[src/rtl/fpmul_defs.svh]
`ifndef FPMUL_DEFS_SVH
`define FPMUL_DEFS_SVH

// Binary64 field widths.
`define FP_EXP_W 11
`define FP_MAN_W 52

// Exponent limits.
`define FP_EXP_BIAS 1023
`define FP_EXP_MAX 2047

// Input strobe to output strobe, in cycles.
`define FPMUL_LATENCY 4

`endif

[src/rtl/fpmul_pkg.sv]
package fpmul_pkg;

  // Opcode carried with each operation.
  typedef enum logic [0:0] {
    OP_MUL  = 1'b0,
    OP_NMUL = 1'b1  // Sign of the product inverted.
  } fp_op_e;

  // Operand class from decode.
  typedef enum logic [1:0] {
    CLASS_ZERO   = 2'd0,  // Also covers flushed subnormals.
    CLASS_NORMAL = 2'd1,
    CLASS_INF    = 2'd2,
    CLASS_NAN    = 2'd3
  } fp_class_e;

  typedef struct packed {
    logic invalid;
    logic overflow;
    logic underflow;
  } fp_flags_t;

endpackage

[src/rtl/fpmul_if.sv]
`timescale 1ns/1ps
`include "fpmul_defs.svh"

// Decode to execute.
interface unpacked_if;
  logic                 valid;
  fpmul_pkg::fp_op_e    op;
  logic                 sign_a;
  logic                 sign_b;
  logic [`FP_EXP_W-1:0] exp_a;
  logic [`FP_EXP_W-1:0] exp_b;
  logic [`FP_MAN_W:0]   man_a;  // Hidden one on top.
  logic [`FP_MAN_W:0]   man_b;
  fpmul_pkg::fp_class_e class_a;
  fpmul_pkg::fp_class_e class_b;

  modport src (
    output valid, op, sign_a, sign_b, exp_a, exp_b, man_a, man_b, class_a, class_b
  );

  modport dst (
    input valid, op, sign_a, sign_b, exp_a, exp_b, man_a, man_b, class_a, class_b
  );
endinterface


[src/rtl/fpmul_decode.sv]
`timescale 1ns/1ps
`include "fpmul_defs.svh"

module fpmul_decode (
  input  logic              clk,
  input  logic              reset,
  input  logic              in_valid,
  input  fpmul_pkg::fp_op_e op,
  input  logic [63:0]       operand_a,
  input  logic [63:0]       operand_b,
  unpacked_if.src           unp
);

  localparam int EXP_W = `FP_EXP_W;
  localparam int MAN_W = `FP_MAN_W;
  localparam logic [EXP_W-1:0] EXP_ALL_ONES = EXP_W'(`FP_EXP_MAX);

  logic [EXP_W-1:0]     exp_a;
  logic [EXP_W-1:0]     exp_b;
  logic [MAN_W-1:0]     frac_a;
  logic [MAN_W-1:0]     frac_b;
  fpmul_pkg::fp_class_e class_a;
  fpmul_pkg::fp_class_e class_b;

  function automatic fpmul_pkg::fp_class_e classify(input logic [EXP_W-1:0] exp_f,
                                                     input logic [MAN_W-1:0] frac);
    fpmul_pkg::fp_class_e cls;
    if (exp_f == '0) begin
      cls = fpmul_pkg::CLASS_ZERO;  // Subnormals flushed.
    end else if (exp_f == EXP_ALL_ONES) begin
      cls = (frac == '0) ? fpmul_pkg::CLASS_INF : fpmul_pkg::CLASS_NAN;
    end else begin
      cls = fpmul_pkg::CLASS_NORMAL;
    end
    return cls;
  endfunction

  assign exp_a  = operand_a[62 -: EXP_W];
  assign exp_b  = operand_b[62 -: EXP_W];
  assign frac_a = operand_a[MAN_W-1:0];
  assign frac_b = operand_b[MAN_W-1:0];

  assign class_a = classify(exp_a, frac_a);
  assign class_b = classify(exp_b, frac_b);

  always_ff @(posedge clk) begin
    if (reset) begin
      unp.valid <= 1'b0;
    end else begin
      unp.valid <= in_valid;
    end
  end

  always_ff @(posedge clk) begin
    unp.op      <= op;
    unp.sign_a  <= operand_a[63];
    unp.sign_b  <= operand_b[63];
    unp.exp_a   <= exp_a;
    unp.exp_b   <= exp_b;
    unp.class_a <= class_a;
    unp.class_b <= class_b;
    // Hidden one only for normal operands.
    unp.man_a   <= (class_a == fpmul_pkg::CLASS_NORMAL) ? {1'b1, frac_a} : '0;
    unp.man_b   <= (class_b == fpmul_pkg::CLASS_NORMAL) ? {1'b1, frac_b} : '0;
  end

endmodule

[src/flat_wrapper.sv]
// flat-port wrapper written by rule: the top's interface ports become plain ports
module fpmul_decode_flat 
  (clk, reset, in_valid, op, operand_a, operand_b, unp_valid, unp_op, unp_sign_a, unp_sign_b, unp_exp_a, unp_exp_b, unp_man_a, unp_man_b, unp_class_a, unp_class_b);
  unpacked_if unp_i ();
  input  logic clk;
  input  logic reset;
  input  logic in_valid;
  input  fpmul_pkg::fp_op_e op;
  input  logic [63:0] operand_a;
  input  logic [63:0] operand_b;
  output wire logic [$bits(unp_i.valid)-1:0] unp_valid;
  output wire logic [$bits(unp_i.op)-1:0] unp_op;
  output wire logic [$bits(unp_i.sign_a)-1:0] unp_sign_a;
  output wire logic [$bits(unp_i.sign_b)-1:0] unp_sign_b;
  output wire logic [$bits(unp_i.exp_a)-1:0] unp_exp_a;
  output wire logic [$bits(unp_i.exp_b)-1:0] unp_exp_b;
  output wire logic [$bits(unp_i.man_a)-1:0] unp_man_a;
  output wire logic [$bits(unp_i.man_b)-1:0] unp_man_b;
  output wire logic [$bits(unp_i.class_a)-1:0] unp_class_a;
  output wire logic [$bits(unp_i.class_b)-1:0] unp_class_b;
  assign unp_valid = unp_i.valid;
  assign unp_op = unp_i.op;
  assign unp_sign_a = unp_i.sign_a;
  assign unp_sign_b = unp_i.sign_b;
  assign unp_exp_a = unp_i.exp_a;
  assign unp_exp_b = unp_i.exp_b;
  assign unp_man_a = unp_i.man_a;
  assign unp_man_b = unp_i.man_b;
  assign unp_class_a = unp_i.class_a;
  assign unp_class_b = unp_i.class_b;
  fpmul_decode u_core (.clk(clk), .reset(reset), .in_valid(in_valid), .op(op), .operand_a(operand_a), .operand_b(operand_b), .unp(unp_i));
endmodule
[config.mk]
export PLATFORM = sky130hd
export DESIGN_NAME = fpmul_decode_flat
export DESIGN_NICKNAME = d
export VERILOG_FILES = /design/src/rtl/fpmul_pkg.sv /design/src/rtl/fpmul_if.sv /design/src/rtl/fpmul_decode.sv /design/src/flat_wrapper.sv
export VERILOG_INCLUDE_DIRS = /design/src /design/src/rtl
export SDC_FILE = /design/constraint.sdc
export NUM_CORES = 1
export LEC_CHECK = 0
export ABC_AREA = 0
export ABC_CLOCK_PERIOD_IN_PS = 2700
export BUFFER_PORTS_ARGS = -buffer_cell sky130_fd_sc_hd__buf_2
export CORE_ASPECT_RATIO = 1.75
export CORE_UTILIZATION = 38
export DETAILED_ROUTE_END_ITERATION = 6
export GPL_TIMING_DRIVEN = 0
export PLACE_DENSITY_LB_ADDON = 0.12
export SYNTH_ARGS = -nofsm -noshare
export SYNTH_HDL_FRONTEND = slang
export SYNTH_SLANG_ARGS = --single-unit
[constraint.sdc]
create_clock -name clk -period 2.7 [get_ports clk]
set_input_delay 0 -clock clk [delete_from_list [all_inputs] [get_ports clk]]
set_output_delay 0 -clock clk [all_outputs]
set_load 0.05 [all_outputs]
* Yosys cells after proc, flatten, opt, wreduce, memory -nomap -nowiden
Index checks and enable logic that the tools add are counted.
** Word-level totals
- Flip-flop bits (word level) :: 136
- Bits of input ports :: 132
- Output and inout bits :: 136
- Logic and storage cells :: 28
** Cells by class
- Equal/unequal tests :: 4
- Mux-type cells :: 8
- Reduce and logical (&&, ||, !) cells :: 4
** Operators by type and width (number)
- $mux 53 :: 2
- $logic_not 52->1 :: 2
- $eq 11x11->1 const B :: 2
- $logic_not 11->1 :: 2
- $mux 2 :: 4
- $eq 2x1->1 const B :: 2
- $mux 1 :: 2

* Logic depth before layout (Yosys ltp)
- Depth in word-level cells :: 6
- Gate-level depth with buffers :: 5
- Depth with buffers taken out :: 4

* Least setup slack after synthesis
Ideal clock, no wire load.
- Path kind :: input -> register
- Start :: input operand_b[54]
- End :: register u_core.unp.man_b[12]
- Library setup time :: 0.115 ns
- Data arrival time :: 0.806 ns
- Data required time :: 2.585 ns
- Setup slack :: 1.779 ns
- Stages on the path :: 5
- Path buffers :: 1
- Path through :: nor4_1 -> and3_1 -> nor2_4 -> buf_6 -> and2_1
** On the way
- Cells in the longest elaborated chain, start to end :: 4
- Elaborated cells on any way between the ends :: 5
- Those cells by class :: 2 x eq/ne; 2 x mux; 1 x reduce/logical
** RTL lines
- start, declared :: RTL line flat_wrapper.sv:10 : input logic [63:0] operand_b;
- $eq 11x11->1 :: RTL line fpmul_decode.sv:30 : end else if (exp_f == EXP_ALL_ONES) begin
- $mux 2 :: RTL line fpmul_decode.sv:30
- $mux 2 (*) :: RTL line fpmul_decode.sv:28 : if (exp_f == '0) begin
- $eq 2x1->1 (*) :: RTL line fpmul_decode.sv:64 : unp.man_b <= (class_b == fpmul_pkg::CLASS_NORMAL) ? {1'b1, frac_b} : '0;
- end signal, assigned :: RTL line fpmul_decode.sv:64
- end, declared :: RTL line fpmul_if.sv:18 : output valid, op, sign_a, sign_b, exp_a, exp_b, man_a, man_b, class_a, class_b
Mark *: on every way between the ends. The rest lies on a longest branch, timed or not.
A chain may end at the register's enable or synchronous reset.

* Final worst setup path
- Start :: input operand_a[60]
- End :: register u_core.unp.man_a[8]
** On the way
- Cells in the longest elaborated chain, start to end :: 4
- Elaborated cells on any way between the ends :: 5
- Those cells by class :: 2 x eq/ne; 2 x mux; 1 x reduce/logical
** RTL lines
- start, declared :: RTL line flat_wrapper.sv:9 : input logic [63:0] operand_a;
- $eq 11x11->1 :: RTL line fpmul_decode.sv:30
- $mux 2 :: RTL line fpmul_decode.sv:30
- $mux 2 (*) :: RTL line fpmul_decode.sv:28
- $eq 2x1->1 (*) :: RTL line fpmul_decode.sv:63 : unp.man_a <= (class_a == fpmul_pkg::CLASS_NORMAL) ? {1'b1, frac_a} : '0;
- end signal, assigned :: RTL line fpmul_decode.sv:63
- end, declared :: RTL line fpmul_if.sv:18
Marks and branches as above.

==> summary by stage <==
Routing
The ratio of routed vias to standard cells is 4.48. The number of nets still failing antenna checks after routing is 0. The number of iterations in the first detailed-routing pass is 4.

After detailed routing, the number of remaining DRC violations is 0. The final wirelength is 12,900 um. The count of vias placed by the detailed router is 3,871. In the final routed layout, each cell accounts on average for 14.9 um. The DRC marker count from the first detailed-route iteration is 76.

Clocking
The TritonCTS clock tree is yes. The total clock buffers created by CTS is 17. The number of buffers added for setup after CTS is 0.

In this run the number of H-tree levels came out at 4. The tree built by TritonCTS fans out to 136 sinks. Clock-pin slew was measured on the worst setup and hold paths at 0.06 ns.

The root buffer cell is sky130_fd_sc_hd__clkbuf_16. The clock passes through at most 2 buffers.

Setup path
For the worst setup path, the data arrival time is 1.77 ns. The critical path contains buffers and inverters numbering 3 combined. Among all stages on the critical path, the largest delay is contributed by sky130_fd_sc_hd__dlygate4sd3_1. Walking the worst path, the cells encountered are dlygate4sd3_1 -> buf_2 -> nor4_1 -> and3_1 -> nor2_4 -> buf_6 -> and2_1. The largest single stage delay on the critical path is 0.57 ns. STA classifies the critical path startpoint as an input port. Along the worst path, the maximum fanout reaches 10. The type of the worst setup path is input port to flip-flop. The cell family contributing the most delay on the critical path is simple AND/OR/NAND/NOR gates. The type of element capturing the critical path is a flip-flop. The required time of the critical path is 3.00 ns.

Synth
The post-synth net total is 439. The number of register bits inferred by synthesis is 136. The top-area cell type share of the netlist area is 67.6%.

Summed over all instances, the cell type with the most area after synthesis is sky130_fd_sc_hd__dfxtp_1. Of all flip-flops after synthesis, the portion carrying an async set or reset was 0%. The average size of a mapped cell is 13.1 um2. By instance count, the leading cell after synthesis is sky130_fd_sc_hd__dfxtp_1. The count of unique library cells instantiated by Yosys is 14.

Synthesis handed over a netlist of 307 instances. The top flip-flop cell by instance count after synthesis is sky130_fd_sc_hd__dfxtp_1. Ranked by instance count, the synthesized netlist is headed by sky130_fd_sc_hd__dfxtp_1 (136), sky130_fd_sc_hd__and2_4 (69), sky130_fd_sc_hd__and2_1 (35). Counting flops with a built-in enable in the synthesized netlist gives 0.

The post-synthesis instance area is 4030 um2. For this run, the register share of the synthesized area comes to 67.6%. Yosys printed 0 warnings. In the post-synthesis netlist, the biggest area contributors are sky130_fd_sc_hd__dfxtp_1 (68%), sky130_fd_sc_hd__and2_4 (15%), sky130_fd_sc_hd__and2_1 (5.4%).

STA
The worst relative slew slack is 69.3%. The post-layout worst setup margin is 1.23 ns. Setup violations remaining at the end of the flow were counted as 0. The time the worst path needs with I/O delays and setup is 1.47 ns. At the pin with the least slew margin, the transition time is 0.457 ns.

The final max-slew violation count came to 0. The final critical path takes up 54.5% of the cycle. The final-layout worst hold slack is 0.228 ns. The final number of hold-violating endpoints came to 0.

The highest attainable clock frequency is 0.680 GHz. For the final routed database, the setup TNS stands at 0 ns. Setup repair after global routing left no endpoint under its margin.

Power and ir drop
The power density of the placed cells is 708 nW/um2. IR analysis of the VDD net gives a maximum drop of 0.489 mV. The static leakage is 3.56 nW. The combinational power share is 16.6%. The share of total power dissipated in sequential elements is 40.6%. The switching portion of total power is 26.8%. The internal cell power is 0.00385 W. For this design the total switching power over the nets is 0.00141 W. The clock network accounts for 42.8% of the total power.

Layout
The net count of the finished layout is 856. The final antenna diode count is 0. The filler cell count in the final layout is 724. The share of final-layout standard cells stronger than drive strength 1 is 51.7%. The area growth from synthesis to layout is 84.2%.

Status
The run finished with clean final reports.

Floorplan
The horizontal die dimension is 79.9 um. In this run the standard cell core region covers 10,300 um2. 268 I/O pins were placed. From bottom edge to top edge, the die measures 138 um.

Once the floorplan was initialized, standard cells occupied 39.1% of the core. The floorplan step defined a die boundary enclosing 11,000 um2. The initialized floorplan defines 49 standard-cell rows.

Job
Across the run, the number of max-cap violations was 0.

Worst hold path
The hold-critical path endpoint is u_core.unp.sign_b. In this run the most critical hold path is launched from operand_b[63]. The number of stages on the worst hold path is 2.

The worst hold path belongs to the class input port to flip-flop.

Global routing
After global routing the overflow that remains totals 0. The first-pass GRT wire length is 19,400 um. The initial antenna violation count is 0. Entering global routing, the biggest net connects 17 pins. The number of global-route vias before repair is 4,120. Global routing consumed, over all layers together, 23.5% of the routing resources.

Place
The minimum setup slack after placement is 1.34 ns. The final HPWL from detailed placement is 8490 um. Input and output buffers added on the ports amount to 267.

The congestion estimate from routability-driven global placement came to 0.783.
power by group through the flow:
stage	combinational, W	clock, W	sequential (W)
finish	0.000873	0.00225	0.00214
floorplan	0.000101	0	0.00255
CTS	0.000863	0.00230	0.00213
global placement	0.000708	0	0.00218
detailed placement	0.000714	0	0.00218
global route	0.000910	0.00238	0.00214
cell usage in the layout (no fill, tap or decap), types with 4 or more instances in the layout:
cell type	netlist	final
sky130_fd_sc_hd__buf_2	0	267
sky130_fd_sc_hd__dfxtp_1	136	136
sky130_fd_sc_hd__dlygate4sd3_1	0	131
sky130_fd_sc_hd__and2_4	69	69
sky130_fd_sc_hd__and2_1	35	35
sky130_fd_sc_hd__nor4_1	32	32
sky130_fd_sc_hd__clkbuf_16	0	17
sky130_fd_sc_hd__buf_6	10	10
sky130_fd_sc_hd__nand4_1	8	8
sky130_fd_sc_hd__nand3_1	4	4
sky130_fd_sc_hd__clkinvlp_4	0	4
sky130_fd_sc_hd__inv_6	0	4
stage by stage:
step / power [W] / instance area [um2] / cells / utilization (%)
floorplan: 0.00265 / 4030 / 307 / -
global placement: 0.00288 / 5530 / 701 / 53.6
detailed placement: 0.00289 / 5530 / 701 / 53.6
CTS: 0.00530 / 7420 / 864 / 72.1
global route: 0.00543 / 7420 / 864 / 72.1
finish: 0.00526 / 7420 / 864 / 72.1
per-layer routing:
layer | track usage, % | routed length (um) | vias to the layer above
met2 | 48.0 | 7440 | 192
met4 | 11.7 | 392 | 0
met1 | 18.5 | 4110 | 1783
met5 | 0 | 0 | -
met3 | 7.19 | 947 | 32
li1 | - | - | 1864
state kept, by name (all words and copies together), names as in the netlist:
signal,count
u_core.unp.class_a,2
u_core.unp.class_b,2
u_core.unp.exp_a,11
u_core.unp.exp_b,11
u_core.unp.man_a,53
u_core.unp.man_b,53
u_core.unp.op,1
u_core.unp.sign_a,1
u_core.unp.sign_b,1
u_core.unp.valid,1
how the worst max path moves through the flow:
stage / slack (ns) / end / start / depth (start not counted)
2_1_floorplan: 1.78 / u_core.unp.man_b[12] / operand_b[54] / 5
3_3_place_gp: 1.37 / u_core.unp.man_a[2] / operand_a[60] / 6
3_5_place_dp: 1.34 / u_core.unp.man_a[9] / operand_a[60] / 6
4_1_cts: 1.22 / u_core.unp.man_a[22] / operand_a[60] / 7
5_1_grt: 1.11 / u_core.unp.man_a[38] / operand_a[60] / 7
6_report: 1.23 / u_core.unp.man_a[8] / operand_a[60] / 7
cell families after synthesis:
family,share of synthesized area (%)
simple gates,29.4
flops,67.6
compound gates,0.248
buf+inv,2.79
what timing repair did:
action	4_1_cts	5_1_grt
hold buffers	131	0
hold endpoints to repair	134	0
gates resized for setup	0	0
layout make-up:
class	count	area (um2)	area share, %
flip-flops and latches	136	2720	36.7
repair buffers	398	2650	35.7
multi-input cells	161	1190	16.1
well taps	127	159	2.14
clock buffers	19	443	5.97
plain buffers	10	113	1.52
clock inverters	13	144	1.94
(Power assumes the default switching activity.)
