$ cat config.mk
export PLATFORM = sky130hd
export DESIGN_NAME = fpmul_result_flat
export DESIGN_NICKNAME = d
export VERILOG_FILES = /design/src/rtl/fpmul_pkg.sv /design/src/rtl/fpmul_if.sv /design/src/rtl/fpmul_result.sv /design/src/flat_wrapper.sv
export VERILOG_INCLUDE_DIRS = /design/src /design/src/rtl
export SDC_FILE = /design/constraint.sdc
export NUM_CORES = 1
export LEC_CHECK = 0
export BUFFER_PORTS_ARGS = -buffer_cell sky130_fd_sc_hd__buf_2
export CAP_MARGIN = 20
export CORE_MARGIN = 2
export CORE_UTILIZATION = 45
export DETAILED_ROUTE_END_ITERATION = 12
export PLACE_DENSITY = 0.72
export SETUP_SLACK_MARGIN = 0.05
export SYNTH_ARGS = -nofsm -noshare
export SYNTH_HDL_FRONTEND = slang
export SYNTH_SLANG_ARGS = --single-unit
$ cat constraint.sdc
create_clock -name clk -period 3.16 [get_ports clk]
set_input_delay 0.474 -clock clk [delete_from_list [all_inputs] [get_ports clk]]
set_output_delay 0.474 -clock clk [all_outputs]
set_load 0.02 [all_outputs]
$ cat src/rtl/fpmul_defs.svh
`ifndef FPMUL_DEFS_SVH
`define FPMUL_DEFS_SVH

// Binary64 field widths.
`define FP_EXP_W 11
`define FP_MAN_W 52

// Exponent limits.
`define FP_EXP_BIAS 1023
`define FP_EXP_MAX 2047

// Input strobe to output strobe, in cycles.
`define FPMUL_LATENCY 4

`endif

$ cat src/rtl/fpmul_pkg.sv
package fpmul_pkg;

  // Opcode carried with each operation.
  typedef enum logic [0:0] {
    OP_MUL  = 1'b0,
    OP_NMUL = 1'b1  // Sign of the product inverted.
  } fp_op_e;

  // Operand class from decode.
  typedef enum logic [1:0] {
    CLASS_ZERO   = 2'd0,  // Also covers flushed subnormals.
    CLASS_NORMAL = 2'd1,
    CLASS_INF    = 2'd2,
    CLASS_NAN    = 2'd3
  } fp_class_e;

  typedef struct packed {
    logic invalid;
    logic overflow;
    logic underflow;
  } fp_flags_t;

endpackage

$ cat src/rtl/fpmul_if.sv
`timescale 1ns/1ps
`include "fpmul_defs.svh"


// Execute to result.
interface normalized_if;
  logic                        valid;
  fpmul_pkg::fp_op_e           op;
  logic                        sign;
  fpmul_pkg::fp_class_e        class_a;
  fpmul_pkg::fp_class_e        class_b;
  logic signed [`FP_EXP_W+1:0] exp_norm;  // Biased, may leave the field range.
  logic [`FP_MAN_W:0]          man_norm;
  logic                        round_up;

  modport src (
    output valid, op, sign, class_a, class_b, exp_norm, man_norm, round_up
  );

  modport dst (
    input valid, op, sign, class_a, class_b, exp_norm, man_norm, round_up
  );
endinterface

$ cat src/rtl/fpmul_result.sv
`timescale 1ns/1ps
`include "fpmul_defs.svh"

module fpmul_result (
  input  logic                 clk,
  input  logic                 reset,
  normalized_if.dst            nrm,
  output logic                 out_valid,
  output logic [63:0]          result,
  output fpmul_pkg::fp_flags_t flags
);

  localparam int EXP_W = `FP_EXP_W;
  localparam int MAN_W = `FP_MAN_W;
  localparam logic signed [EXP_W+1:0] EXP_MAX = (EXP_W+2)'(`FP_EXP_MAX);
  localparam logic [63:0] QNAN = 64'h7FF8_0000_0000_0000;

  logic [MAN_W+1:0]        man_round;
  logic                    carry;
  logic [MAN_W:0]          man_final;
  logic signed [EXP_W+1:0] exp_final;
  logic                    sign_out;
  logic                    any_nan;
  logic                    any_inf;
  logic                    any_zero;
  logic [63:0]             result_next;
  fpmul_pkg::fp_flags_t    flags_next;

  assign man_round = {1'b0, nrm.man_norm} + (MAN_W+2)'(nrm.round_up);
  assign carry     = man_round[MAN_W+1];  // Rounded up to 2^53.
  assign man_final = carry ? man_round[MAN_W+1:1] : man_round[MAN_W:0];
  assign exp_final = carry ? (nrm.exp_norm + (EXP_W+2)'(1)) : nrm.exp_norm;
  assign sign_out  = nrm.sign ^ (nrm.op == fpmul_pkg::OP_NMUL);

  assign any_nan  = (nrm.class_a == fpmul_pkg::CLASS_NAN) ||
                    (nrm.class_b == fpmul_pkg::CLASS_NAN);
  assign any_inf  = (nrm.class_a == fpmul_pkg::CLASS_INF) ||
                    (nrm.class_b == fpmul_pkg::CLASS_INF);
  assign any_zero = (nrm.class_a == fpmul_pkg::CLASS_ZERO) ||
                    (nrm.class_b == fpmul_pkg::CLASS_ZERO);

  // Special cases first, then range.
  always_comb begin
    flags_next = '0;
    if (any_nan) begin
      result_next = QNAN;
    end else if (any_inf && any_zero) begin
      result_next        = QNAN;
      flags_next.invalid = 1'b1;
    end else if (any_inf) begin
      result_next = {sign_out, {EXP_W{1'b1}}, {MAN_W{1'b0}}};
    end else if (any_zero) begin
      result_next = {sign_out, 63'd0};
    end else if (exp_final >= EXP_MAX) begin
      result_next         = {sign_out, {EXP_W{1'b1}}, {MAN_W{1'b0}}};
      flags_next.overflow = 1'b1;
    end else if (exp_final <= 0) begin
      result_next          = {sign_out, 63'd0};  // No subnormal results.
      flags_next.underflow = 1'b1;
    end else begin
      result_next = {sign_out, exp_final[EXP_W-1:0], man_final[MAN_W-1:0]};
    end
  end

  always_ff @(posedge clk) begin
    if (reset) begin
      out_valid <= 1'b0;
      flags     <= '0;
    end else begin
      out_valid <= nrm.valid;
      flags     <= nrm.valid ? flags_next : '0;  // Quiet between results.
    end
  end

  always_ff @(posedge clk) begin
    result <= result_next;
  end

endmodule

$ cat src/flat_wrapper.sv
// flat-port wrapper written by rule: the top's interface ports become plain ports
module fpmul_result_flat 
  (clk, reset, out_valid, result, flags, nrm_valid, nrm_op, nrm_sign, nrm_class_a, nrm_class_b, nrm_exp_norm, nrm_man_norm, nrm_round_up);
  normalized_if nrm_i ();
  input  logic clk;
  input  logic reset;
  output logic out_valid;
  output logic [63:0] result;
  output fpmul_pkg::fp_flags_t flags;
  input wire logic [$bits(nrm_i.valid)-1:0] nrm_valid;
  input wire logic [$bits(nrm_i.op)-1:0] nrm_op;
  input wire logic [$bits(nrm_i.sign)-1:0] nrm_sign;
  input wire logic [$bits(nrm_i.class_a)-1:0] nrm_class_a;
  input wire logic [$bits(nrm_i.class_b)-1:0] nrm_class_b;
  input wire logic [$bits(nrm_i.exp_norm)-1:0] nrm_exp_norm;
  input wire logic [$bits(nrm_i.man_norm)-1:0] nrm_man_norm;
  input wire logic [$bits(nrm_i.round_up)-1:0] nrm_round_up;
  assign nrm_i.valid = nrm_valid;
  assign nrm_i.op = nrm_op;
  assign nrm_i.sign = nrm_sign;
  assign nrm_i.class_a = nrm_class_a;
  assign nrm_i.class_b = nrm_class_b;
  assign nrm_i.exp_norm = nrm_exp_norm;
  assign nrm_i.man_norm = nrm_man_norm;
  assign nrm_i.round_up = nrm_round_up;
  fpmul_result u_core (.clk(clk), .reset(reset), .nrm(nrm_i), .out_valid(out_valid), .result(result), .flags(flags));
endmodule
Word level (Yosys, flattened, before mapping)
Cells that the tools add are included.
- input bits: 76
- output and inout port bits: 68
- bits in registers: 68
- logic and storage cells: 38
- reductions and logical operators: 12
- bitwise gates (word level): 2
- equal/unequal tests: 4
- multiplexer cells: 9
- order comparisons: 2
- $add $sub $neg: 2
- operators by type and width (operator ; number):
    $mux W63 ; 3
    $mux W52 ; 2
    $add A53 B1 Y54 ; 1
    $add A13 B2 Y13 const B ; 1
    $ge A13 B12 Y1 const B ; 1
    $le A13 B1 Y1 const B ; 1
    $mux W13 ; 1
    $reduce_or A6 Y1 ; 2
    $eq A2 B2 Y1 const B ; 4
    $reduce_or A7 Y1 ; 1
    $reduce_or A3 Y1 ; 2
    $logic_not A2 Y1 ; 2
    $logic_or A1 B1 Y1 ; 3
    $mux W1 ; 3
    $reduce_or A2 Y1 ; 1
    $logic_and A1 B1 Y1 ; 1
    $not A1 Y1 ; 1
    $xor A1 B1 Y1 ; 1

Longest topological paths before layout
Gate-level depths: netlist of run 1.
- depth in word-level cells: 7
- gate-level depth with buffers: 12
- depth with buffers taken out: 10

Least setup slack after synthesis of run 1
No wires, ideal clock.
- path kind: input port to flip-flop
- start point: input port nrm_man_norm[7]
- end point: register u_core.result[2]
- path slack: 0.485 ns
- cell stages on the path: 10
- arrival: 2.557 ns
- path buffers: 1
- cells stage by stage: nand4_1 > nor4_4 > nand3_2 > or4_1 > and2_1 > nor4_2 > nor2_1 > nand4_2 > buf_6 > nor2_1
- longest elaborated chain between the ends: 4
- RTL lines (what ; RTL line ; text):
    start, declared ; flat_wrapper.sv:16 ; input wire logic [$bits(nrm_i.man_norm)-1:0] nrm_man_norm;
    $add A53 B1 Y54 (*) ; fpmul_result.sv:29 ; assign man_round = {1'b0, nrm.man_norm} + (MAN_W+2)'(nrm.round_up);
    $mux W13 ; fpmul_result.sv:32 ; assign exp_final = carry ? (nrm.exp_norm + (EXP_W+2)'(1)) : nrm.exp_norm;
    $le A13 B1 Y1 or $ge A13 B12 Y1 (tied branches) ; fpmul_result.sv:57, fpmul_result.sv:54 ;
    $reduce_or A6 Y1 (no source line) ; n/a ;
    end signal, assigned ; fpmul_result.sv:76 ; result <= result_next;
    end, declared ; fpmul_result.sv:9 ; output logic [63:0] result,
Every way passes the cells marked *; elsewhere a longest branch is shown, timed or not.
A chain may end at the register's enable or synchronous reset.

Worst setup path in the final report of run 1
- start point: input port nrm_man_norm[48]
- end point: register u_core.result[41]
Same word-level chain as after synthesis.

==> results of run 1 <==
## layout make-up
cell class | count | share of cell area (%)
Tap cell | 102 | 2.676
Clock buffer | 9 | 2.598
Timing Repair Buffer | 167 | 19.57
Sequential cell | 68 | 28.55
Multi-Input combinational cell | 343 | 44.61
Clock inverter | 6 | 1.364
Inverter | 8 | 0.6298
## state kept, by name (all words and copies together), names as in the netlist
register,cells
u_core.out_valid,1
u_core.result,64
u_core.flags,3
## metrics by stage
stage	utilization (%)	hold WS [ns]	cell area, um2
global route	61.71	0.2987	4768
detailed placement	59.26	0.6721	4579
global placement	59.26	0.6678	4579
floorplan	-	0.5504	3596
CTS	61.71	0.2974	4768
finish	61.71	0.3028	4768
## report_power, final
group / total (W) / internal, W / switching [W]
sequential: 0.000876 / 0.000872 / 0.00000394
combinational: 0.000253 / 0.000102 / 0.000151
clock: 0.000714 / 0.000361 / 0.000353
total: 0.00184 / 0.00134 / 0.000507
## worst max-delay path: stages
cell	delay [ns]
buf_2	0.11
nand4_1	0.22
nor4_4	0.33
buf_4	0.17
nand3_2	0.11
or4_1	0.51
o2111ai_1	0.13
nor4_2	0.09
a21oi_4	0.22
o2111ai_2	0.23
buf_12	0.21
a311oi_2	0.18
## layer usage
metal	vias up	wire length, um
met2	127	4669
li1	1859	-
met1	1667	4522
met5	-	0
met3	21	664
met4	0	225
## Yosys cell counts (3+ instances only)
master / instances
nand4_1: 22
a21oi_1: 20
dfxtp_1: 68
and3_1: 9
clkbuf_1: 8
nor2b_1: 5
ha_1: 3
nor2_1: 77
and4_1: 7
xnor2_1: 23
nand2_1: 27
nor3_1: 17
nor4_2: 4
inv_1: 8
xor2_1: 37
nor4_1: 5
o21ai_0: 16
nor4b_1: 3
nand3_1: 33
## kinds of logic after synthesis
family          share of synthesized area [%]
simple gates                            33.82
flops                                   37.86
xor+xnor                                14.61
compound gates                          9.082
buf+inv                                 2.992
fa+ha+maj                               1.044
mux                                    0.5915
## worst min path at each step
| stage | startpoint | endpoint | cells past startpoint |
|---|---|---|---|
| final | reset | u_core.out_valid | 2 |
| after global routing | reset | u_core.out_valid | 2 |
| after CTS | reset | u_core.out_valid | 2 |
| after detailed placement | reset | u_core.out_valid | 2 |
| after global placement | reset | u_core.out_valid | 2 |
| after floorplan | nrm_class_a[0] | u_core.flags[2] | 1 |
==> flow_summary_export.csv, run 1 <==
group,metric,value,unit
final_layout,diodes,0,
timing,setup_tns,0,ns
routing,via_count,3674,
yosys,synth-warning-count,0,
critical_path,crit_start,"nrm_man_norm[48]",
grt,globalRouteTotalUtil,23.43,%
yosys,synthCells,433,
timing,fin_crit_sh,86.65,%
die,rows,32,
critical_path,worst-path-max-fanout,10,
yosys,synth.largest_area_cell,"dfxtp_1",
placed_design,dp.cells,688,
die,start_util,46.53,%
pwr,leakagePower,2.070,nW
timing,slew_violations,0,
clocking,cts_sinks,68,
routing,wire_per_inst,14.34,um
die,core_area,0.007727,mm2
yosys,synth_area,0.003596,mm2
yosys,synth_top_area_share,37.86,%
routing,wl,10080,um
clocking,clock_path_buffers,2,
timing,fin_ws,0.4219,ns
pwr,fin_total_pwr,0.001843,W
timing,finalCriticalPeriod,2.738,ns
clocking,postCtsResizedCells,0,
grt,grt_use_met1,29.69,%
die,dieWidth,93.39,um
final_layout,multi_input_area,0.002127,mm2
final_layout,mostFrequentLayoutCell,"buf_2",
clocking,cts_root_buf,"clkbuf_8",
final_layout,final_cells,703,
timing,max_freq,365.2,MHz
grt,met3_usage,5.399,%
clocking,path_clk_slew,0.08,ns
timing,tightest_slew,0.5625,ns
grt,top_usage_layer,"met2",
clocking,cts_hold_buffers,0,
critical_path,crit_type,"input port to flop",
die,die_h,93.39,um
yosys,async_flop_share,0,%
placed_design,hpwl,7983,um
run_status,status,"completed",
worst_hold_path,min_path_type,"input port to flop",
placed_design,pre_cts_slack,0.05240,ns
timing,setup_viol,0,
yosys,synthTopCellsByArea,"dfxtp_1 (38%), xor2_1 (9.0%), nor2_1 (8.0%)",
yosys,postSynthAreaPerCell,8.305,um2
final_layout,fillCellCount,738,
yosys,synthFlopType,"dfxtp_1",
clocking,cts_setup_buffers,0,
critical_path,cp-endpoint,"u_core.result[41]",
grt,grt_pass1_vias,3531,
clocking,h-tree-depth,3,
timing,hold_viol_final,0,
critical_path,worst_ep_arrival_time,3.00,ns
yosys,synth-seq-area-share,37.86,%
routing,drc_errors,0,
critical_path,worstSetupStartpointType,"input port",
job,cap_violations,0,
timing,rsz0062_at_grt,"false",
final_layout,nNetsFinal,676,
yosys,synth_edf_count,0,
grt,overflow,0,
critical_path,worstPathRequired,3.42,ns
grt,antenna_found_initial,0,
grt,grt_pass1_wl,16230,um
yosys,ys_seq_elements,68,
yosys,ys_types,49,
grt,grt_max_degree,26,
routing,first_pass_iters,5,
final_layout,final_cell_mix,"buf_2 (143), nor2_1 (77), dfxtp_1 (68)",
die,io_pins,144,
pwr,irDropWorstVdd,0.0001975,V
routing,ant_nets,0,
final_layout,seqCellArea,0.001361,mm2
critical_path,cp-end-kind,"flop",
placed_design,gp_congestion,0.8650,
grt,met2_usage,38.91,%
die,die-area,0.008722,mm2
final_layout,drive_gt1_share,33.28,%
routing,drt_iter0_markers,117,
final_layout,area_growth_syn_to_layout,32.60,%
timing,slew_headroom,62.01,%
placed_design,port_buffers,143,
routing,vias_per_cell,5.226,
clocking,cts_tree,"done",
clocking,cts_buffers,9,
pwr,powerDensity,386.5,mW/mm2
yosys,synth_nets,512,
No activity file was read; power rests on OpenSTA's default activity.
==> run 2: changes to the inputs <==
--- a/config.mk
+++ b/config.mk
@@ -6,7 +6,7 @@
 export SDC_FILE = /design/constraint.sdc
 export NUM_CORES = 1
 export LEC_CHECK = 0
-export BUFFER_PORTS_ARGS = -buffer_cell sky130_fd_sc_hd__buf_2
+export BUFFER_PORTS_ARGS = -buffer_cell sky130_fd_sc_hd__clkbuf_2
 export CAP_MARGIN = 20
 export CORE_MARGIN = 2
 export CORE_UTILIZATION = 45
==> run 2 against run 1 <==
  * First-iteration DRC count is 56% higher
  * Critical path depth shrank 1
  * Cell count increased by 0.71%
  * Core utilization grew 0.83 points
  * Critical path type unchanged
  * Critical endpoint unchanged
  * Highest routed layer unchanged
==> flow_summary_export.csv, run 2 (synthesis results as in run 1) <==
group,metric,value,unit
run_status,status,"completed",
timing,slew_violations,0,
critical_path,worstPathRequired,3.43,ns
routing,wire_per_inst,14.61,um
die,die_h,93.39,um
routing,wl,10350,um
routing,first_pass_iters,4,
clocking,cts_sinks,68,
pwr,p_sw_share,26.46,%
die,rows,32,
grt,globalRouteTotalUtil,23.73,%
worst_hold_path,hold_path.startpoint,"reset",
critical_path,worst-path-max-fanout,18,
pwr,pwr-share-clk,41.4,%
clocking,cts_root_buf,"clkbuf_8",
final_layout,drive_gt1_share,33.83,%
final_layout,nNetsFinal,680,
placed_design,place_area,0.004609,mm2
grt,overflow,0,
placed_design,hpwl,8049,um
grt,antenna_found_initial,0,
pwr,combPwrFrac,13.3,%
critical_path,slowest_delay,0.35,ns
routing,via_count,3743,
clocking,cts_setup_buffers,0,
clocking,h-tree-depth,3,
timing,setup_tns,0,ns
routing,drc_errors,0,
final_layout,area_growth_syn_to_layout,34.38,%
pwr,leakagePower,2.079,nW
routing,drt_iter0_markers,182,
timing,finalCriticalPeriod,2.874,ns
timing,setup_viol,0,
clocking,cts_tree,"done",
critical_path,crit_start,"nrm_man_norm[35]",
pwr,internal_power,0.001425,W
clocking,path_clk_slew,0.08,ns
final_layout,final_cell_mix,"clkbuf_2 (143), nor2_1 (77), dfxtp_1 (68)",
die,io_pins,144,
grt,grt_pass1_vias,3487,
placed_design,gp_congestion,0.8887,
critical_path,slowest_stage,"nor4_2",
final_layout,largest_reg_flops,64,
grt,grt_max_degree,21,
timing,fin_crit_sh,90.94,%
job,cap_violations,0,
pwr,irDropWorstVdd,0.0002494,V
timing,rsz0062_at_grt,"false",
critical_path,worstSetupStartpointType,"input port",
clocking,postCtsResizedCells,0,
final_layout,fillCellCount,697,
final_layout,multi_input_area,0.002127,mm2
final_layout,top_register,"u_core.result",
critical_path,path_delay_family,"simple AND/OR/NAND/NOR gates",
worst_hold_path,min_path_type,"input port to flop",
critical_path,crit_type,"input port to flop",
critical_path,cp-end-kind,"flop",
die,start_util,46.53,%
final_layout,mostFrequentLayoutCell,"clkbuf_2",
worst_hold_path,hold_depth,2,
timing,hold_viol_final,0,
clocking,cts_hold_buffers,0,
die,core_area,0.007727,mm2
clocking,clock_path_buffers,2,
worst_hold_path,whs_endpoint,"u_core.out_valid",
pwr,p_sw,0.0005128,W
critical_path,path_buf_inv,2,
die,dieWidth,93.39,um
clocking,cts_buffers,9,
grt,grt_pass1_wl,16340,um
placed_design,pre_cts_slack,0.004150,ns
timing,fin_ws,0.2864,ns
pwr,powerDensity,401.0,mW/mm2
pwr,p_seq_share,45.2,%
routing,vias_per_cell,5.287,
critical_path,worst_ep_arrival_time,3.14,ns
final_layout,top_regs,"u_core.result (64), u_core.flags (3), u_core.out_valid (1)",
die,die-area,0.008722,mm2
timing,max_freq,348.0,MHz
timing,whs,0.3105,ns
timing,slew_headroom,59.75,%
final_layout,diodes,0,
critical_path,worstPathCellList,"clkbuf_2, nand4_1, nor4_2, nand4_1, and4_1, o2111ai_1, nor4_2, nor2_1, o2111ai_2, buf_12, a311oi_2",
final_layout,fin_area,0.004832,mm2
final_layout,seqCellArea,0.001361,mm2
placed_design,port_buffers,143,
routing,ant_nets,0,
timing,tightest_slew,0.5960,ns
-- run 2: cell count changes in the layout (fill, tap and decap cells not counted) --
cell and change:
buf_2 -143, clkbuf_2 +143, buf_4 +4, bufinv_16 +1
clkinv_2 -1, clkinv_4 +1
-- run 2: worst max-delay path by stage --
stage / endpoint / slack (ns) / cells past startpoint
detailed placement: u_core.result[41] / 0.004 / 11
CTS: u_core.result[41] / 0.30 / 11
finish: u_core.result[41] / 0.29 / 11
global placement: u_core.result[43] / 0.07 / 12
floorplan: u_core.result[2] / 0.48 / 10
global route: u_core.result[41] / 0.06 / 11
-- run 2: routing by layer --
| layer | vias up | GRT usage (%) | routed length, um |
|---|---|---|---|
| li1 | 1868 | - | - |
| met1 | 1695 | 29.66 | 4593 |
| met2 | 156 | 39.51 | 4800 |
| met3 | 24 | 5.318 | 691 |
| met4 | 0 | 9.559 | 260 |
| met5 | - | 0 | 0 |
-- run 2: power by group through the flow --
| stage | sequential [W] | combinational, W | clock [W] |
|---|---|---|---|
| after global routing | 0.000878 | 0.000280 | 0.000860 |
| after global placement | 0.000896 | 0.000252 | 0 |
| final | 0.000876 | 0.000259 | 0.000803 |
| after detailed placement | 0.000896 | 0.000255 | 0 |
| after floorplan | 0.000916 | 0.000102 | 0 |
| after CTS | 0.000876 | 0.000257 | 0.000817 |
-- run 2: final cells by class --
cell class                      instances  area share (%)
Inverter                                8          0.6214
Clock inverter                          7           2.046
Clock buffer                            9           2.563
Multi-Input combinational cell        343           44.02
Tap cell                              102           2.641
Timing Repair Buffer                  171           19.94
Sequential cell                        68           28.17
-- run 2: stage by stage --
step	total power (W)	std cells	utilization, %
floorplan	0.001018	433	-
global placement	0.001149	692	59.65
detailed placement	0.001151	692	59.65
CTS	0.001951	708	62.53
global route	0.002017	708	62.53
finish	0.001938	708	62.53
==> run 3: changes to the inputs <==
--- a/config.mk
+++ b/config.mk
@@ -8,10 +8,11 @@
 export LEC_CHECK = 0
 export BUFFER_PORTS_ARGS = -buffer_cell sky130_fd_sc_hd__clkbuf_2
 export CAP_MARGIN = 20
+export CORE_ASPECT_RATIO = 1.2
 export CORE_MARGIN = 2
-export CORE_UTILIZATION = 45
+export CORE_UTILIZATION = 40
 export DETAILED_ROUTE_END_ITERATION = 12
-export PLACE_DENSITY = 0.72
+export PLACE_DENSITY = 0.65
 export SETUP_SLACK_MARGIN = 0.05
 export SYNTH_ARGS = -nofsm -noshare
 export SYNTH_HDL_FRONTEND = slang
==> run 3 against run 2 <==
  * Setup slack improved by 0.11 ns
  * Sequential share of layout area increased by 0.76 points
  * Sequential power about the same
  * First-iteration DRC count shrank 12%
  * Largest power group unchanged
==> flow_summary_export.csv, run 3 (synthesis results as in run 1) <==
group,metric,value,unit
pwr,leakagePower,2.007,nW
routing,wl,10320,um
final_layout,top_regs,"u_core.result (64), u_core.flags (3), u_core.out_valid (1)",
pwr,p_sw,0.0004858,W
timing,slew_violations,0,
die,die_h,107.9,um
critical_path,cp-end-kind,"flop",
die,die-area,0.009768,mm2
grt,globalRouteTotalUtil,21.77,%
timing,rsz0062_at_grt,"false",
clocking,cts_setup_buffers,0,
clocking,h-tree-depth,3,
routing,drc_errors,0,
routing,wl_met1,4411,um
pwr,p_sw_share,27.75,%
clocking,path_clk_slew,0.07,ns
clocking,cts_tree,"done",
critical_path,worst_ep_arrival_time,3.04,ns
pwr,irDropWorstVdd,0.0001891,V
routing,first_pass_iters,4,
clocking,cts_hold_buffers,0,
grt,antenna_found_initial,0,
pwr,internal_power,0.001265,W
critical_path,crit_type,"input port to flop",
routing,routed.top_layer,"met4",
final_layout,top_register,"u_core.result",
grt,overflow,0,
critical_path,worstPathRequired,3.44,ns
die,rows,37,
routing,routed-wl-met2,5181,um
clocking,cts_root_buf,"clkbuf_8",
critical_path,crit_start,"nrm_man_norm[49]",
routing,via_count,3667,
critical_path,worst-path-max-fanout,20,
timing,fin_crit_sh,87.54,%
final_layout,drive_gt1_share,32.44,%
final_layout,largest_reg_flops,64,
routing,drt_iter0_markers,161,
timing,max_freq,361.5,MHz
clocking,cts_sinks,68,
timing,slew_headroom,62.55,%
final_layout,fillCellCount,856,
critical_path,worstSetupStartpointType,"input port",
timing,setup_viol,0,
timing,finalCriticalPeriod,2.766,ns
final_layout,area_growth_syn_to_layout,30.83,%
critical_path,cp-endpoint,"u_core.result[41]",
clocking,postCtsResizedCells,0,
pwr,p_seq_share,50.1,%
pwr,combPwrFrac,14.1,%
die,start_util,41.54,%
clocking,clock_path_buffers,2,
timing,tightest_slew,0.5597,ns
timing,hold_viol_final,0,
die,io_pins,144,
worst_hold_path,min_path_type,"input port to flop",
timing,setup_tns,0,ns
pwr,powerDensity,372.1,mW/mm2
run_status,status,"completed",
grt,grt_max_degree,26,
final_layout,diodes,0,
placed_design,port_buffers,143,
final_layout,final_cell_mix,"clkbuf_2 (143), nor2_1 (77), dfxtp_1 (68)",
clocking,cts_buffers,9,
grt,grt_pass1_vias,3534,
die,core_area,0.008657,mm2
placed_design,dp.cells,698,
routing,ant_nets,0,
pwr,fin_total_pwr,0.001751,W
placed_design,gp_congestion,0.9152,
job,cap_violations,0,
grt,grt_pass1_wl,16880,um
final_layout,final_cells,712,
final_layout,nNetsFinal,671,
routing,wire_per_inst,14.49,um
final_layout,fin_util,54.34,%
pwr,pwr-share-clk,35.8,%
routing,wl_met3,480,um
routing,vias_per_cell,5.150,
placed_design,hpwl,8048,um
final_layout,mostFrequentLayoutCell,"clkbuf_2",
die,dieWidth,90.56,um
-- run 3: cell types whose count changed in the layout (fill, tap and decap cells not counted), moves of 2 or more --
cell / previous run / this run
buf_4: 25 / 17
bufinv_16: 2 / 0
clkinv_2: 1 / 3
clkinv_4: 2 / 0
-- run 3: worst min-delay path by stage --
stage                              start          endpoint  slack, ns  depth (start not counted)
after global placement             reset  u_core.out_valid       0.67                          2
final                              reset  u_core.out_valid       0.30                          2
after CTS                          reset  u_core.out_valid       0.30                          2
after floorplan           nrm_class_a[0]   u_core.flags[2]       0.55                          1
after detailed placement           reset  u_core.out_valid       0.68                          2
after global routing               reset  u_core.out_valid       0.31                          2
-- run 3: power by group through the flow --
stage,Sequential (W),Clock [W],Combinational (W)
CTS,0.000877,0.000640,0.000248
detailed placement,0.000896,0,0.000246
global placement,0.000896,0,0.000245
floorplan,0.000916,0,0.000102
finish,0.000876,0.000627,0.000247
global route,0.000877,0.000673,0.000274
-- run 3: worst max-delay path, stage by stage --
cell and delay, ns:
clkbuf_2 0.13, nand4_1 0.22, nor4_4 0.35, nand4_1 0.17
buf_4 0.22, and4_1 0.21, o2111ai_1 0.24, nor4_2 0.07
nor2_1 0.35, o2111ai_2 0.22, buf_12 0.20, a311oi_2 0.18
-- run 3: through the flow --
step / cell area (um2) / hold WS, ns / worst slack [ns]
global route: 4705 / 0.3126 / 0.1856
CTS: 4705 / 0.2963 / 0.3988
floorplan: 3596 / 0.5504 / 0.4846
detailed placement: 4548 / 0.6796 / 0.03662
finish: 4705 / 0.3042 / 0.3938
global placement: 4548 / 0.6703 / 0.1117
-- run 3: metal layers --
layer / vias up / global-route usage, %
met5: - / 0
met2: 115 / 38.22
met4: 0 / 9.890
met3: 17 / 3.501
met1: 1701 / 26.11
li1: 1834 / -
-- run 3: area by class of cell --
class / count / area [um2] / share of cell area (%)
Inverter: 8 / 30.03 / 0.6383
Sequential cell: 68 / 1361 / 28.94
Clock inverter: 3 / 15.01 / 0.3191
Timing Repair Buffer: 162 / 883.3 / 18.78
Clock buffer: 11 / 141.4 / 3.005
Multi-Input combinational cell: 343 / 2127 / 45.21
Tap cell: 117 / 146.4 / 3.112
